--- src/include/warDefs_defs.svh ---
`ifndef WAR_DEFS_SVH
`define WAR_DEFS_SVH

// Card outline in pixels
`define CARD_WIDTH 24
`define CARD_HEIGHT 40

// Rank and suit glyphs
`define GLYPH_SIZE 16
`define GLYPH_BITS 768
`define GLYPH_X_OFFSET 4
`define RANK_Y_OFFSET 2
`define SUIT_Y_OFFSET 23

// Screen positions of the two cards
`define PLAYER_X 30
`define COM_X 200
`define CARD_Y 70

`define BLANK_COLOUR 7 // White

`define LFSR_SEED 16'hACE1 // Must not be zero

`endif

--- src/hw/cardPkg.sv ---
`include "warDefs_defs.svh"

package cardPkg;

	typedef logic [7:0] xCoord; // Screen column
	typedef logic [6:0] yCoord; // Screen row
	typedef logic [2:0] colour; // One bit each of R, G, B

	typedef logic [3:0] rank; // 1 ace .. 13 king
	typedef logic [1:0] suit; // Spade, diamond, club, heart

	typedef logic [5:0] card; // {rank, suit}

	// 16x16 pixels, 3 bits each, first pixel in the top bits
	typedef logic [`GLYPH_BITS-1:0] glyph;

endpackage

--- src/hw/cardDealer.sv ---
`timescale 1ns/1ns
`include "warDefs_defs.svh"

module cardDealer (
	input logic clock,
	input logic resetN,
	input logic nextCard,
	output cardPkg::card dealtCard
);
	import cardPkg::*;

	logic [15:0] lfsr;
	logic [3:0] rankBits;
	rank cardRank;
	suit cardSuit;

	// Maximal length polynomial x^16 + x^14 + x^13 + x^11
	always_ff @(posedge clock) begin
		if (!resetN)
			lfsr <= `LFSR_SEED;
		else
			lfsr <= {lfsr[14:0], lfsr[15] ^ lfsr[13] ^ lfsr[12] ^ lfsr[10]};
	end

	assign rankBits = lfsr[5:2];
	assign cardSuit = lfsr[1:0];
	assign cardRank = ((rankBits >= 4'd13) ? rankBits - 4'd13 : rankBits) + 4'd1; // Fold into 1..13

	always_ff @(posedge clock) begin
		if (nextCard)
			dealtCard <= {cardRank, cardSuit};
	end

endmodule

--- config.mk ---
export PLATFORM = sky130hd
export DESIGN_NAME = cardDealer
export DESIGN_NICKNAME = d
export VERILOG_FILES = /design/src/hw/cardPkg.sv /design/src/hw/cardDealer.sv
export VERILOG_INCLUDE_DIRS = /design/src /design/src/include
export SDC_FILE = /design/constraint.sdc
export NUM_CORES = 1
export LEC_CHECK = 0
export BUFFER_PORTS_ARGS = -buffer_cell sky130_fd_sc_hd__buf_2
export CAP_MARGIN = 5
export CORE_UTILIZATION = 53
export CTS_CLUSTER_SIZE = 16
export DETAILED_ROUTE_END_ITERATION = 10
export PLACE_DENSITY = 0.73
export SLEW_MARGIN = 5
export SYNTH_ARGS = -nofsm -noshare
export SYNTH_HDL_FRONTEND = slang
export SYNTH_SLANG_ARGS = --single-unit
export TNS_END_PERCENT = 50
--- constraint.sdc ---
create_clock -name clock -period 1.9 [get_ports clock]
set_input_delay 0.19 -clock clock [delete_from_list [all_inputs] [get_ports clock]]
set_output_delay 0.19 -clock clock [all_outputs]
set_load 0.1 [all_outputs]
==> out/results.ini <==
[timing]
rsz0062_at_grt = no
setup_viol = 0
layout_min_cycle_time_ps = 1733
slew-limit-headroom_pct = 67.90
slew_violations = 0
worst_slew_pin_slew_ps = 484.9
holdWs_ps = 176.9
timing.final.ws_setup_ps = 166.7
fin_tns_setup_ps = 0
post-route-period-util_pct = 91.22
max_freq_mhz = 577.0
hold_violations = 0
skew_ps = 5.531

[yosys]
synth.distinct_cells = 22
synth_edf_count = 6
synthesis.area_sq_um = 809.5
synthCells = 67
synth_seq_area_share_pct = 61.82
ys_async_sr_fraction_pct = 0
syn-mean-instance-area_sq_um = 12.08
syn_nets = 73
yosys_warnings = 0
synthFlopType = dfxtp_1
synth_seq_cells = 22

[global_route]
grt_first_pass_wirelength_um = 1800
grt_pass1_vias = 420
grt-ovfl-total = 0
antenna_found_initial = 0
grt_max_degree = 17
grt_use_total_pct = 17.52

[floorplanning]
rows = 13
start_util_pct = 59.25
die_x_um = 41.08
ios = 9
coreArea_sq_um = 1366
die_area_sq_um = 1688
die_h_um = 41.08

[clock_tree]
cts_setup_buffers = 0
clkTransAtPathRegs_ps = 110
htreeDepth = 1
clock_path_buffers = 2
tritoncts = built
cts_made_buffers = 3
postCtsHoldBufs = 0
cts_root_buffer = clkbuf_4
post_cts_resized = 0
cts_sinks = 22
clock_latency_ps = 300

[setup_path]
critPathKind = flop to flop
worst_r2r_path_depth = 7
startpoint_type = flop
path_delay_family = adder cells
arrival_ps = 1790
crit_required_ps = 1960
worst_setup_path_end_kind = flop
cpPeakStageDelay_ps = 420
timing.rr.end = dealtCard[3]
r2r_start = lfsr[2]
slowest_stage = dfxtp_1
crit_chain = inv_1 -> ha_1 -> nand2b_2 -> and3_4 -> nor2_1 -> a21oi_1 -> ha_1
timing.critical_path.mode_cell = ha_1
path_buf_inv = 1
worstPathMaxFanout = 5
regToRegSetupSlack_ps = 170

[power_and_ir_drop]
p_leak_nw = 0.3697
p_total_mw = 0.9083
internal_power_mw = 0.6486
p_clk_share_pct = 22.5
switchingPower_mw = 0.2597
p_sw_share_pct = 28.59
combPwrFrac_pct = 18.6
seq_power_share_pct = 58.9
ir_drop_v = 0.0004396
p_per_area_nw_per_um2 = 1003

[finish]
multiInputGateArea_sq_um = 286.5
antennaDiodeCount = 0
register_area_sq_um = 500.5
fin_nets = 87
layout-drive-gt1-share_pct = 22.50
final_cell_count_no_fill = 95
syn2layout_area_growth_pct = 11.90
fillerInstances = 109

[job]
maxCapViolCount = 0

[worst_hold_path]
holdPathStages = 2
hp-start = resetN
hold_class = input pin to flop
hold_end = lfsr[0]

[detailed_routing]
routed_via_density = 4.905
vias = 466
first_pass_iters = 4
finalWirelength_um = 1097
ant_nets = 0
remaining_drc_errors = 0
wl_per_cell_um = 11.55
drtIter0Drc = 10

[outcome]
status = finished, final reports clean

[placement]
io_buffers = 8
place_ws_ps = 194.2
place_hpwl_um = 797.1
place_inst = 91
gp_congestion = 0.7771

-- state kept, by name (all words and copies together) (netlist names) --
| register | count |
|---|---|
| dealtCard | 6 |
| lfsr | 16 |
-- power groups by stage --
stage | Combinational (mW) | Clock [mW] | Sequential [mW]
2_1_floorplan | 0.0610 | 0 | 0.621
3_3_place_gp | 0.165 | 0 | 0.544
3_5_place_dp | 0.169 | 0 | 0.546
4_1_cts | 0.170 | 0.217 | 0.536
5_1_grt | 0.181 | 0.234 | 0.542
6_report | 0.169 | 0.205 | 0.535
-- cell type report --
| cell class | count | share of cell area [%] |
|---|---|---|
| flip-flops and latches | 22 | 55.25 |
| multi-input cells | 39 | 31.63 |
| repair buffers | 10 | 6.077 |
| clock buffers | 4 | 2.901 |
| inverters | 5 | 2.072 |
| well taps | 15 | 2.072 |
-- worst max-delay path by stage --
stage               cells past startpoint  slack (ps)            to  startpoint
floorplan                               7         190  dealtCard[4]     lfsr[2]
global placement                        8         200  dealtCard[4]     lfsr[2]
detailed placement                      7         190  dealtCard[3]     lfsr[2]
CTS                                     7         160  dealtCard[3]     lfsr[2]
global route                            8          20  dealtCard[4]     lfsr[2]
finish                                  7         170  dealtCard[3]     lfsr[2]
-- per-layer routing --
layer | global-route usage, % | part of all wire [%] | vias up
li1 | - | - | 242
met5 | 0 | 0 | -
met1 | 20.34 | 46 | 209
met3 | 9.783 | 6.2 | 0
met4 | 8.333 | 0 | 0
met2 | 25.78 | 47 | 15
-- cells in the final DEF (no fill, tap or decap), drive strengths merged --
master  count
a21oi       2
a31oi       1
and2        8
and3        1
buf        10
clkbuf      4
dfxtp      16
edfxtp      6
ha          3
inv         5
nand2       4
nand2b      7
nor2        1
nor2b       1
nor3        1
o21ai       4
o31ai       1
xnor2       3
xor2        2
-- cell families (layout without fill, tap and decap cells) --
group	Yosys count	after routing	synth area share, %
buf+inv	6	19	2.781
compound gates	8	8	6.028
fa+ha+maj	3	3	4.637
xor+xnor	5	5	7.729
simple gates	23	23	17.00
flops	22	22	61.82
-- metrics by stage --
step | area (sq um) | util, %
floorplan | 809.5 | -
global placement | 879.6 | 64.38
detailed placement | 879.6 | 64.38
CTS | 905.9 | 66.30
global route | 905.9 | 66.30
finish | 905.9 | 66.30
-- Yosys cell counts (2+ instances only) --
| library cell | n | share of area, % |
|---|---|---|
| xnor2_1 | 2 | 2.2 |
| o21ai_0 | 2 | 1.2 |
| dfxtp_1 | 16 | 40 |
| nand2b_1 | 6 | 4.6 |
| xor2_1 | 2 | 2.2 |
| inv_1 | 4 | 1.9 |
| and2_1 | 8 | 6.2 |
| a21oi_1 | 2 | 1.2 |
| ha_1 | 3 | 4.6 |
| edfxtp_1 | 6 | 22 |
| o21ai_1 | 2 | 1.2 |
| nand2_1 | 4 | 1.9 |
Note: power is estimated with default switching activity, not from simulation.
