==> src/include/warDefs_defs.svh <==
`ifndef WAR_DEFS_SVH
`define WAR_DEFS_SVH

// Card outline in pixels
`define CARD_WIDTH 24
`define CARD_HEIGHT 40

// Rank and suit glyphs
`define GLYPH_SIZE 16
`define GLYPH_BITS 768
`define GLYPH_X_OFFSET 4
`define RANK_Y_OFFSET 2
`define SUIT_Y_OFFSET 23

// Screen positions of the two cards
`define PLAYER_X 30
`define COM_X 200
`define CARD_Y 70

`define BLANK_COLOUR 7 // White

`define LFSR_SEED 16'hACE1 // Must not be zero

`endif

==> src/hw/cardPkg.sv <==
`include "warDefs_defs.svh"

package cardPkg;

	typedef logic [7:0] xCoord; // Screen column
	typedef logic [6:0] yCoord; // Screen row
	typedef logic [2:0] colour; // One bit each of R, G, B

	typedef logic [3:0] rank; // 1 ace .. 13 king
	typedef logic [1:0] suit; // Spade, diamond, club, heart

	typedef logic [5:0] card; // {rank, suit}

	// 16x16 pixels, 3 bits each, first pixel in the top bits
	typedef logic [`GLYPH_BITS-1:0] glyph;

endpackage

==> src/hw/gamePkg.sv <==
package gamePkg;

	typedef enum logic [1:0] {
		WIN_NONE = 2'd0,
		WIN_PLAYER = 2'd1,
		WIN_COM = 2'd2,
		WIN_TIE = 2'd3
	} winner;

	typedef enum logic [3:0] {
		RS_WAIT_DEAL, RS_WAIT_RELEASE, RS_DEAL_PLAYER, RS_DRAW_PLAYER, RS_WAIT_PLAYER,
		RS_DEAL_COM, RS_DRAW_COM, RS_WAIT_COM, RS_DECIDE, RS_HOLD
	} roundState;

	typedef enum logic [2:0] {
		DS_IDLE, DS_BLANK_START, DS_BLANK, DS_RANK_START, DS_RANK, DS_SUIT_START, DS_SUIT
	} drawState;

endpackage

==> src/hw/gameControl.sv <==
`timescale 1ns/1ns
`include "warDefs_defs.svh"

module gameControl (
	input logic clock,
	input logic resetN,
	input logic deal,
	input logic cardDrawn,
	input cardPkg::card dealtCard,
	output logic nextCard,
	output logic drawCard,
	output cardPkg::xCoord originX,
	output cardPkg::yCoord originY,
	output cardPkg::card playerCard,
	output cardPkg::card comCard,
	output gamePkg::winner roundWinner
);
	import cardPkg::*;
	import gamePkg::*;

	roundState state, nextState;
	rank playerRank;
	rank comRank;

	assign playerRank = playerCard[5:2];
	assign comRank = comCard[5:2];

	assign nextCard = (state == RS_DEAL_PLAYER) || (state == RS_DEAL_COM);
	assign drawCard = (state == RS_DRAW_PLAYER) || (state == RS_DRAW_COM);

	always_comb begin
		nextState = state;
		case (state)
			RS_WAIT_DEAL, RS_HOLD: if (deal) nextState = RS_WAIT_RELEASE;
			RS_WAIT_RELEASE: if (!deal) nextState = RS_DEAL_PLAYER; // Round starts on release
			RS_DEAL_PLAYER: nextState = RS_DRAW_PLAYER;
			RS_DRAW_PLAYER: nextState = RS_WAIT_PLAYER;
			RS_WAIT_PLAYER: if (cardDrawn) nextState = RS_DEAL_COM;
			RS_DEAL_COM: nextState = RS_DRAW_COM;
			RS_DRAW_COM: nextState = RS_WAIT_COM;
			RS_WAIT_COM: if (cardDrawn) nextState = RS_DECIDE;
			RS_DECIDE: nextState = RS_HOLD;
			default: nextState = RS_WAIT_DEAL;
		endcase
	end

	always_ff @(posedge clock) begin
		if (!resetN) begin
			state <= RS_WAIT_DEAL;
			roundWinner <= WIN_NONE;
		end else begin
			state <= nextState;
			if ((state == RS_WAIT_DEAL || state == RS_HOLD) && deal)
				roundWinner <= WIN_NONE; // New press clears the old result
			else if (state == RS_DECIDE) begin
				if (playerRank > comRank)
					roundWinner <= WIN_PLAYER;
				else if (playerRank < comRank)
					roundWinner <= WIN_COM;
				else
					roundWinner <= WIN_TIE; // Suits never break a tie
			end
		end
	end

	// Card capture and screen position
	always_ff @(posedge clock) begin
		case (state)
			RS_DEAL_PLAYER: begin
				originX <= xCoord'(`PLAYER_X);
				originY <= yCoord'(`CARD_Y);
			end
			RS_DEAL_COM: begin
				originX <= xCoord'(`COM_X);
				originY <= yCoord'(`CARD_Y);
			end
			RS_DRAW_PLAYER: playerCard <= dealtCard; // Dealer output settled by now
			RS_DRAW_COM: comCard <= dealtCard;
			default: ;
		endcase
	end

endmodule

==> config.mk <==
export PLATFORM = sky130hd
export DESIGN_NAME = gameControl
export DESIGN_NICKNAME = d
export VERILOG_FILES = /design/src/hw/cardPkg.sv /design/src/hw/gamePkg.sv /design/src/hw/gameControl.sv
export VERILOG_INCLUDE_DIRS = /design/src /design/src/include
export SDC_FILE = /design/constraint.sdc
export NUM_CORES = 1
export LEC_CHECK = 0
export ABC_CLOCK_PERIOD_IN_PS = 3100
export BUFFER_PORTS_ARGS = -buffer_cell sky130_fd_sc_hd__clkbuf_2
export CAP_MARGIN = 0
export CORE_MARGIN = 2
export CORE_UTILIZATION = 54
export CTS_BUF_LIST = sky130_fd_sc_hd__clkbuf_2
export CTS_CLUSTER_SIZE = 28
export DETAILED_ROUTE_END_ITERATION = 16
export PLACE_DENSITY_LB_ADDON = 0.15
export SYNTH_ARGS = -nofsm -noshare
export SYNTH_HDL_FRONTEND = slang
export SYNTH_SLANG_ARGS = --single-unit
==> constraint.sdc <==
create_clock -name clock -period 3.1 [get_ports clock]
set_input_delay 0.155 -clock clock [delete_from_list [all_inputs] [get_ports clock]]
set_output_delay 0.155 -clock clock [all_outputs]
set_load 0.02 [all_outputs]
==> results.py, run 1 <==
metrics = {
    "routing": {
        "drt-vias-per-instance": 5.01,
        "avgRoutedWirePerCell_um": 12.0,
        "vias": 796,
        "drt_wl_total_um": 1910,
        "dr.pass1.iters": 4,
        "remaining_drc_errors": 0,
        "ant_nets": 0,
        "drtIter0Drc": 9,
    },
    "setup_path": {
        "crit_path_start": "state[1]",
        "worstPathMaxFanout": 11,
        "start_kind": "flop",
        "rrSetupSlack_ps": 1420,
        "critPathArrivalTime_ps": 2010,
        "critPathKind": "flop to output port",
        "critPathCaptureType": "output port",
        "timing.rr.start": "state[1]",
        "cp.required_ps": 2940,
        "r2r-end": "comCard[0]",
        "worstRegToRegCells": 3,
    },
    "power": {
        "netSwitchingFraction": 0.318,
        "report.power.total_uw": 546,
        "ir_drop_v": 0.000277,
        "power.switching_uw": 174,
        "pwr-share-seq": 0.597,
        "internal_power_uw": 373,
        "power_density_mw_per_mm2": 443,
        "pwr-share-comb": 0.206,
        "leakage_uw": 0.000544,
        "clkPwrFrac": 0.198,
    },
    "hold_path": {
        "whs_endpoint": "playerCard[5]",
        "hp-start": "dealtCard[5]",
        "hold_path_depth": 1,
        "hp-class": "input pin to flop",
    },
    "sta": {
        "max_freq_mhz": 463,
        "slew_viol_final": 0,
        "post-route-min-period_ps": 2160,
        "maxSlewHeadroom": 0.627,
        "rsz0062_at_grt": "no",
        "tns_ps": 0,
        "skew_ps": 1.76,
        "fin_crit_sh": 0.697,
        "tightestPinTransition_ps": 558,
        "hold_violations": 0,
        "whs_ps": 23.5,
        "setup_ws_ps": 939,
        "finalSetupViolCount": 0,
    },
    "clock_network": {
        "htreeDepth": 1,
        "postCtsSetupBuffers": 0,
        "clk_pin_slew_ps": 180,
        "clock_path_buffers": 2,
        "cts_root_buffer": "clkbuf_2",
        "tritoncts": "done",
        "cts.sinks": 20,
        "cts-buffers-inserted": 3,
        "clk_latency_ps": 320,
    },
    "outcome": {
        "outcome": "complete, no violations",
    },
    "die": {
        "pin_count": 41,
        "rows": 16,
        "coreArea_mm2": 0.00194,
        "die-area_mm2": 0.00241,
        "initial_core_util": 0.565,
        "die_y_um": 49.1,
        "die-width_um": 49.1,
    },
    "synthesis": {
        "syn_area_per_cell_um2": 10.6,
        "synth_compound_area_frac": 0.117,
        "yosysUniqueCellTypes": 37,
        "synth_fa_ha_area_frac": 0.0456,
        "netlist_area_mm2": 0.00110,
        "synthArstFlopShare": 0,
        "synth_top_family_by_area": "simple AND/OR/NAND/NOR gates",
        "yosysSeqAreaShare": 0.493,
        "synth.area.mux_share": 0,
        "yosysWarningCount": 0,
        "synth-seq-cells": 20,
        "synth-edff-count": 14,
        "synth_xor_area_frac": 0.0160,
        "yosys.area_share.simple": 0.179,
        "yosys_most_used_dff": "edfxtp_1",
        "synth_cells": 104,
    },
    "place": {
        "gp_congestion": 0.821,
        "place_ws_ps": 1320,
        "port_buffers": 30,
        "dp_hpwl_um": 1460,
    },
    "cells_and_area": {
        "most-common-layout-cells": "clkbuf_2 (33), edfxtp_1 (14), conb_1 (10), nor2_1 (7)",
        "synthToLayoutAreaGrowth_pct": 12.3,
        "final_common_cell": "clkbuf_2",
        "antenna_cells": 0,
        "nets": 147,
        "layout-drive-gt1-share": 0.288,
    },
    "global_route": {
        "grt_pass1_wl_um": 3130,
        "grt_pass1_vias": 702,
        "grt_max_degree": 16,
        "overflow": 0,
        "grt.total_usage": 0.174,
        "antenna_found_initial": 0,
    },
    "run": {
        "drv_cap": 0,
    },
}
## per-layer routing
layer,wire [um],track usage,vias to the layer above
met4,26,0.0857,0
met3,123,0.0307,4
met5,0,0,-
li1,-,-,394
met2,964,0.286,38
met1,798,0.220,360
## cell type report
| type | count | area [um2] |
|---|---|---|
| Fill cell | 176 | 709 |
| Sequential cell | 20 | 541 |
| Multi-Input combinational cell | 69 | 430 |
| Timing Repair Buffer | 34 | 190 |
| Tap cell | 27 | 33.8 |
| Inverter | 5 | 18.8 |
| Clock buffer | 3 | 15.0 |
| Clock inverter | 1 | 3.75 |
## timing repair
action	4_1_cts	5_1_grt
hold buffers	3	1
resized for setup	0	0
hold endpoints to repair	6	2
## flip-flops by register name (all words and copies together), names as in the netlist
name / flops
roundWinner: 2
state: 4
playerCard: 6
originX: 2
comCard: 6
## worst max-delay path by stage
| stage | slack, ps | to |
|---|---|---|
| floorplan | 1600 | originX[4] |
| global placement | 1410 | drawCard |
| CTS | 920 | drawCard |
| detailed placement | 1320 | drawCard |
| finish | 940 | drawCard |
| global route | 730 | drawCard |
## cells by family (layout without fill, tap and decap cells)
| group | after synthesis | count (layout) |
|---|---|---|
| buffers and inverters | 23 | 43 |
| adders and majority gates | 4 | 4 |
| xor gates and xnor gates | 2 | 2 |
| DFF | 20 | 20 |
| and+or+nand+nor | 33 | 33 |
| AOI/OAI and AO/OA | 20 | 20 |
| other | 2 | 10 |
## synth_stat cells, drive strengths merged (2+ instances only)
master | n | area (um2)
buf | 18 | 138
edfxtp | 14 | 420
nand2 | 7 | 28.8
nor2 | 7 | 26.3
a21oi | 6 | 30.0
dfxtp | 6 | 120
nor2b | 6 | 37.5
inv | 5 | 18.8
ha | 4 | 50.1
o21ai | 4 | 20.0
nor3 | 3 | 25.0
conb | 2 | 7.51
nand2b | 2 | 12.5
o211ai | 2 | 15.0
## critical path, stage by stage (launching register included)
cell      delay, ps
dfxtp_1         580
nor2b_1         220
nand2_1          90
nor2_1          460
or2_1           180
clkbuf_2        160
## through the flow
step | util | std cells | area (um2)
global route | 0.635 | 159 | 1230
finish | 0.635 | 159 | 1230
CTS | 0.630 | 158 | 1220
floorplan | - | 112 | 1130
global placement | 0.604 | 151 | 1170
detailed placement | 0.604 | 151 | 1170
## power groups by stage
| stage | registers [uW] | logic, uW | clock network [uW] |
|---|---|---|---|
| 2_1_floorplan | 322 | 110 | 0 |
| 3_3_place_gp | 330 | 107 | 0 |
| 3_5_place_dp | 332 | 108 | 0 |
| 4_1_cts | 325 | 112 | 113 |
| 5_1_grt | 330 | 125 | 122 |
| 6_report | 326 | 112 | 108 |
Power figures use the tool's default switching activity.
==> run 2: changes to the inputs <==
--- a/config.mk
+++ b/config.mk
@@ -6,11 +6,11 @@
 export SDC_FILE = /design/constraint.sdc
 export NUM_CORES = 1
 export LEC_CHECK = 0
-export ABC_CLOCK_PERIOD_IN_PS = 3100
+export ABC_CLOCK_PERIOD_IN_PS = 1700
 export BUFFER_PORTS_ARGS = -buffer_cell sky130_fd_sc_hd__clkbuf_2
 export CAP_MARGIN = 0
 export CORE_MARGIN = 2
-export CORE_UTILIZATION = 54
+export CORE_UTILIZATION = 45
 export CTS_BUF_LIST = sky130_fd_sc_hd__clkbuf_2
 export CTS_CLUSTER_SIZE = 28
 export DETAILED_ROUTE_END_ITERATION = 16
==> constraint.sdc (replaced) <==
create_clock -name clock -period 1.7 [get_ports clock]
set_input_delay 0.085 -clock clock [delete_from_list [all_inputs] [get_ports clock]]
set_output_delay 0.085 -clock clock [all_outputs]
set_load 0.02 [all_outputs]
==> results.py, run 2 (synthesized netlist as in run 1, its figures left out) <==
metrics = {
    "cells_and_area": {
        "layout-drive-gt1-share": 0.350,
        "nets": 155,
        "stdcell_count": 168,
        "nFillCells": 217,
        "final_common_cell": "clkbuf_2",
        "most-common-layout-cells": "clkbuf_2 (33), edfxtp_1 (14), conb_1 (10), nor2_1 (7), dlygate4sd3_1 (7)",
        "antenna_cells": 0,
        "largestRegisters": "comCard: 6 flops, playerCard: 6 flops, state: 4 flops",
        "synthToLayoutAreaGrowth_pct": 22.0,
        "design_area_mm2": 0.00134,
    },
    "run": {
        "drv_cap": 0,
    },
    "place": {
        "dp_hpwl_um": 1480,
        "port_buffers": 30,
        "gp_congestion": 0.806,
        "placed_area_mm2": 0.00120,
        "place_inst": 156,
    },
    "power": {
        "leakage_uw": 0.000599,
        "power_density_mw_per_mm2": 875,
        "report.power.total_uw": 1170,
        "ir_drop_v": 0.000574,
    },
    "global_route": {
        "grt_pass1_wl_um": 3060,
        "grt.total_usage": 0.154,
        "grt_pass1_vias": 701,
        "grt_max_degree": 15,
        "antenna_found_initial": 0,
        "overflow": 0,
    },
    "clock_network": {
        "tritoncts": "done",
        "htreeDepth": 1,
        "cts_root_buffer": "clkbuf_2",
        "cts.sinks": 20,
        "cts-buffers-inserted": 3,
        "clock_path_buffers": 2,
        "clk_latency_ps": 310,
        "clk_pin_slew_ps": 200,
    },
    "die": {
        "coreArea_mm2": 0.00225,
        "rows": 17,
        "die-width_um": 53.4,
        "die_y_um": 53.4,
        "initial_core_util": 0.487,
        "die-area_mm2": 0.00285,
        "pin_count": 41,
    },
    "hold_path": {
        "hp-start": "cardDrawn",
        "hp-class": "input pin to flop",
    },
    "sta": {
        "skew_ps": 9.71,
        "fin_crit_sh": 0.924,
        "max_freq_mhz": 637,
        "hold_violations": 0,
        "slew_viol_final": 0,
        "finalSetupViolCount": 0,
        "post-route-min-period_ps": 1570,
    },
    "routing": {
        "vias": 818,
        "drtIter0Drc": 2,
        "remaining_drc_errors": 0,
        "avgRoutedWirePerCell_um": 11.4,
        "drt-vias-per-instance": 4.87,
        "ant_nets": 0,
        "dr.pass1.iters": 4,
        "drt_wl_total_um": 1920,
    },
    "setup_path": {
        "timing.rr.start": "playerCard[3]",
        "start_kind": "flop",
        "crit_path_start": "state[2]",
        "cp.required_ps": 1620,
        "worstPathMaxFanout": 14,
        "critPathCaptureType": "output port",
        "critPathArrivalTime_ps": 1490,
        "critPathKind": "flop to output port",
    },
    "outcome": {
        "outcome": "complete, no violations",
    },
}
==> run 2: metal layers <==
layer,vias to the layer above,share of wire,global-route usage
li1,410,-,-
met1,383,0.43,0.176
met2,23,0.51,0.267
met3,2,0.055,0.0508
met4,0,0.0042,0.0513
met5,-,0,0
==> run 2: critical path, cell delays in order (launching register included) <==
cell and delay [ps]:
dfxtp_4 470, nor2b_1 70, and2_2 250, or2_1 220
clkbuf_2 150
==> run 2: where the power goes <==
group,switching [uW],internal [uW]
Sequential,34.6,551
Clock,146,203
Combinational,139,97.2
==> run 2: cell type report <==
class,count,area (um2),share of cell area
Sequential cell,20,551,0.411
Clock buffer,3,15.0,0.0112
Timing Repair Buffer,42,258,0.193
Tap cell,28,35.0,0.0262
Inverter,5,18.8,0.0140
Multi-Input combinational cell,69,432,0.322
Clock inverter,1,30.0,0.0224
==> run 2: timing repair <==
item / CTS / global route
endpoints found under the setup margin: 1 / 1
pin swaps: 0 / 0
hold buffers: 6 / 1
setup buffers: 0 / 1
resized for setup: 4 / 3
endpoints found under the hold margin: 12 / 1
gates cloned: 0 / 0
==> run 2: per-stage QoR <==
step / worst slack [ps] / hold slack [ps] / setup TNS [ps] / utilization
6_report: 129 / 132 / 0 / 0.594
3_5_place_dp: 255 / 280 / 0 / 0.534
4_1_cts: 25.6 / 21.3 / 0 / 0.583
2_1_floorplan: 197 / 184 / 0 / -
5_1_grt: -0.801 / 117 / -0.801 / 0.594
3_3_place_gp: 312 / 280 / 0 / 0.534
==> run 2: path summary, 6_finish.rpt <==
path	depth (start not counted)	slack [ps]	to
max	4	130	drawCard
min	4	130	state[3]
max reg2reg	5	320	roundWinner[1]
min reg2reg	2	520	roundWinner[1]
==> run 3: changes to the inputs <==
--- a/config.mk
+++ b/config.mk
@@ -15,6 +15,7 @@
 export CTS_CLUSTER_SIZE = 28
 export DETAILED_ROUTE_END_ITERATION = 16
 export PLACE_DENSITY_LB_ADDON = 0.15
+export RECOVER_POWER = 25
 export SYNTH_ARGS = -nofsm -noshare
 export SYNTH_HDL_FRONTEND = slang
 export SYNTH_SLANG_ARGS = --single-unit
==> results.py, run 3 (synthesized netlist as in run 1, its figures left out) <==
metrics = {
    "global_route": {
        "overflow": 0,
        "grt_pass1_vias": 701,
        "grt_max_degree": 15,
        "grt.total_usage": 0.154,
        "antenna_found_initial": 0,
        "grt_pass1_wl_um": 3060,
    },
    "power": {
        "power_density_mw_per_mm2": 877,
        "ir_drop_v": 0.000572,
        "report.power.total_uw": 1170,
        "leakage_uw": 0.000587,
    },
    "die": {
        "die-width_um": 53.4,
        "pin_count": 41,
        "rows": 17,
        "die_y_um": 53.4,
        "coreArea_mm2": 0.00225,
        "initial_core_util": 0.487,
        "die-area_mm2": 0.00285,
    },
    "routing": {
        "vias": 817,
        "ant_nets": 0,
        "drt_wl_total_um": 1930,
        "avgRoutedWirePerCell_um": 11.5,
        "dr.pass1.iters": 4,
        "remaining_drc_errors": 0,
        "drt-vias-per-instance": 4.86,
        "drtIter0Drc": 4,
    },
    "clock_network": {
        "clk_pin_slew_ps": 200,
        "clk_latency_ps": 310,
        "tritoncts": "done",
        "cts-buffers-inserted": 3,
        "cts_root_buffer": "clkbuf_2",
        "clock_path_buffers": 2,
        "cts.sinks": 20,
        "htreeDepth": 1,
    },
    "hold_path": {
        "hp-class": "input pin to flop",
        "hp-start": "cardDrawn",
    },
    "sta": {
        "fin_crit_sh": 0.924,
        "whs_ps": 132,
        "skew_ps": 9.65,
        "slew_viol_final": 0,
        "post-route-min-period_ps": 1570,
        "finalSetupViolCount": 0,
        "hold_violations": 0,
        "setup_ws_ps": 129,
        "max_freq_mhz": 637,
    },
    "cells_and_area": {
        "design_area_mm2": 0.00133,
        "layout-drive-gt1-share": 0.321,
        "antenna_cells": 0,
        "largestRegisters": "comCard: 6 flops, playerCard: 6 flops, state: 4 flops",
        "final_common_cell": "clkbuf_2",
        "nFillCells": 221,
        "synthToLayoutAreaGrowth_pct": 21.6,
        "nets": 155,
        "most-common-layout-cells": "clkbuf_2 (29), edfxtp_1 (14), conb_1 (10), nor2_1 (7), dlygate4sd3_1 (7)",
    },
    "place": {
        "port_buffers": 30,
        "place_ws_ps": 255,
        "placed_area_mm2": 0.00120,
        "gp_congestion": 0.806,
        "dp_hpwl_um": 1480,
    },
    "run": {
        "drv_cap": 0,
    },
    "setup_path": {
        "worstPathMaxFanout": 14,
        "start_kind": "flop",
        "critPathCaptureType": "output port",
        "critPathArrivalTime_ps": 1490,
        "timing.rr.start": "playerCard[3]",
        "cp.required_ps": 1620,
        "critPathKind": "flop to output port",
        "crit_path_start": "state[2]",
    },
    "outcome": {
        "outcome": "complete, no violations",
    },
}
## run 3: critical path, cell delays in order, from the launching register on
cell	delay, ps
dfxtp_4	470
nor2b_1	70
and2_2	250
or2_1	220
clkbuf_2	150
## run 3: final timing paths
check | endpoint | slack, ps | cells past startpoint
setup / recovery | drawCard | 130 | 4
hold / removal | state[3] | 130 | 4
setup reg to reg | roundWinner[1] | 320 | 5
hold reg to reg | roundWinner[1] | 520 | 2
## run 3: final cells by class
type / instances / area [um2] / share of cell area
clock buffers: 3 / 15.0 / 0.0113
clock inverters: 1 / 30.0 / 0.0225
inverters: 5 / 18.8 / 0.0141
multi-input cells: 69 / 432 / 0.324
flip-flops and latches: 20 / 551 / 0.413
well taps: 28 / 35.0 / 0.0263
repair buffers: 42 / 253 / 0.189
## run 3: routing by layer
| metal | vias to the layer above | track usage | routed length, um |
|---|---|---|---|
| met5 | - | 0 | 0 |
| met4 | 0 | 0.0513 | 8 |
| met3 | 2 | 0.0508 | 107 |
| met2 | 23 | 0.267 | 988 |
| met1 | 382 | 0.176 | 823 |
| li1 | 410 | - | - |
## run 3: through the flow
stage	cells	setup TNS (ps)	util
floorplan	112	0	-
global placement	156	0	0.534
detailed placement	156	0	0.534
CTS	166	0	0.583
global route	168	-0.801	0.592
finish	168	0	0.592
## run 3: where the power goes
part           leakage, uW  switching [uW]  total, uW  internal (uW)
logic             0.000384             139        235           96.2
registers         0.000176            34.6        585            551
clock network    0.0000266             146        349            203
## run 3: what timing repair did
| action | in CTS | in global routing |
|---|---|---|
| endpoints found under the setup margin | 1 | 1 |
| hold buffers | 6 | 1 |
| resized for setup | 4 | 3 |
| endpoints found under the hold margin | 12 | 1 |
| buffers inserted | 0 | 1 |
| cloned | 0 | 0 |
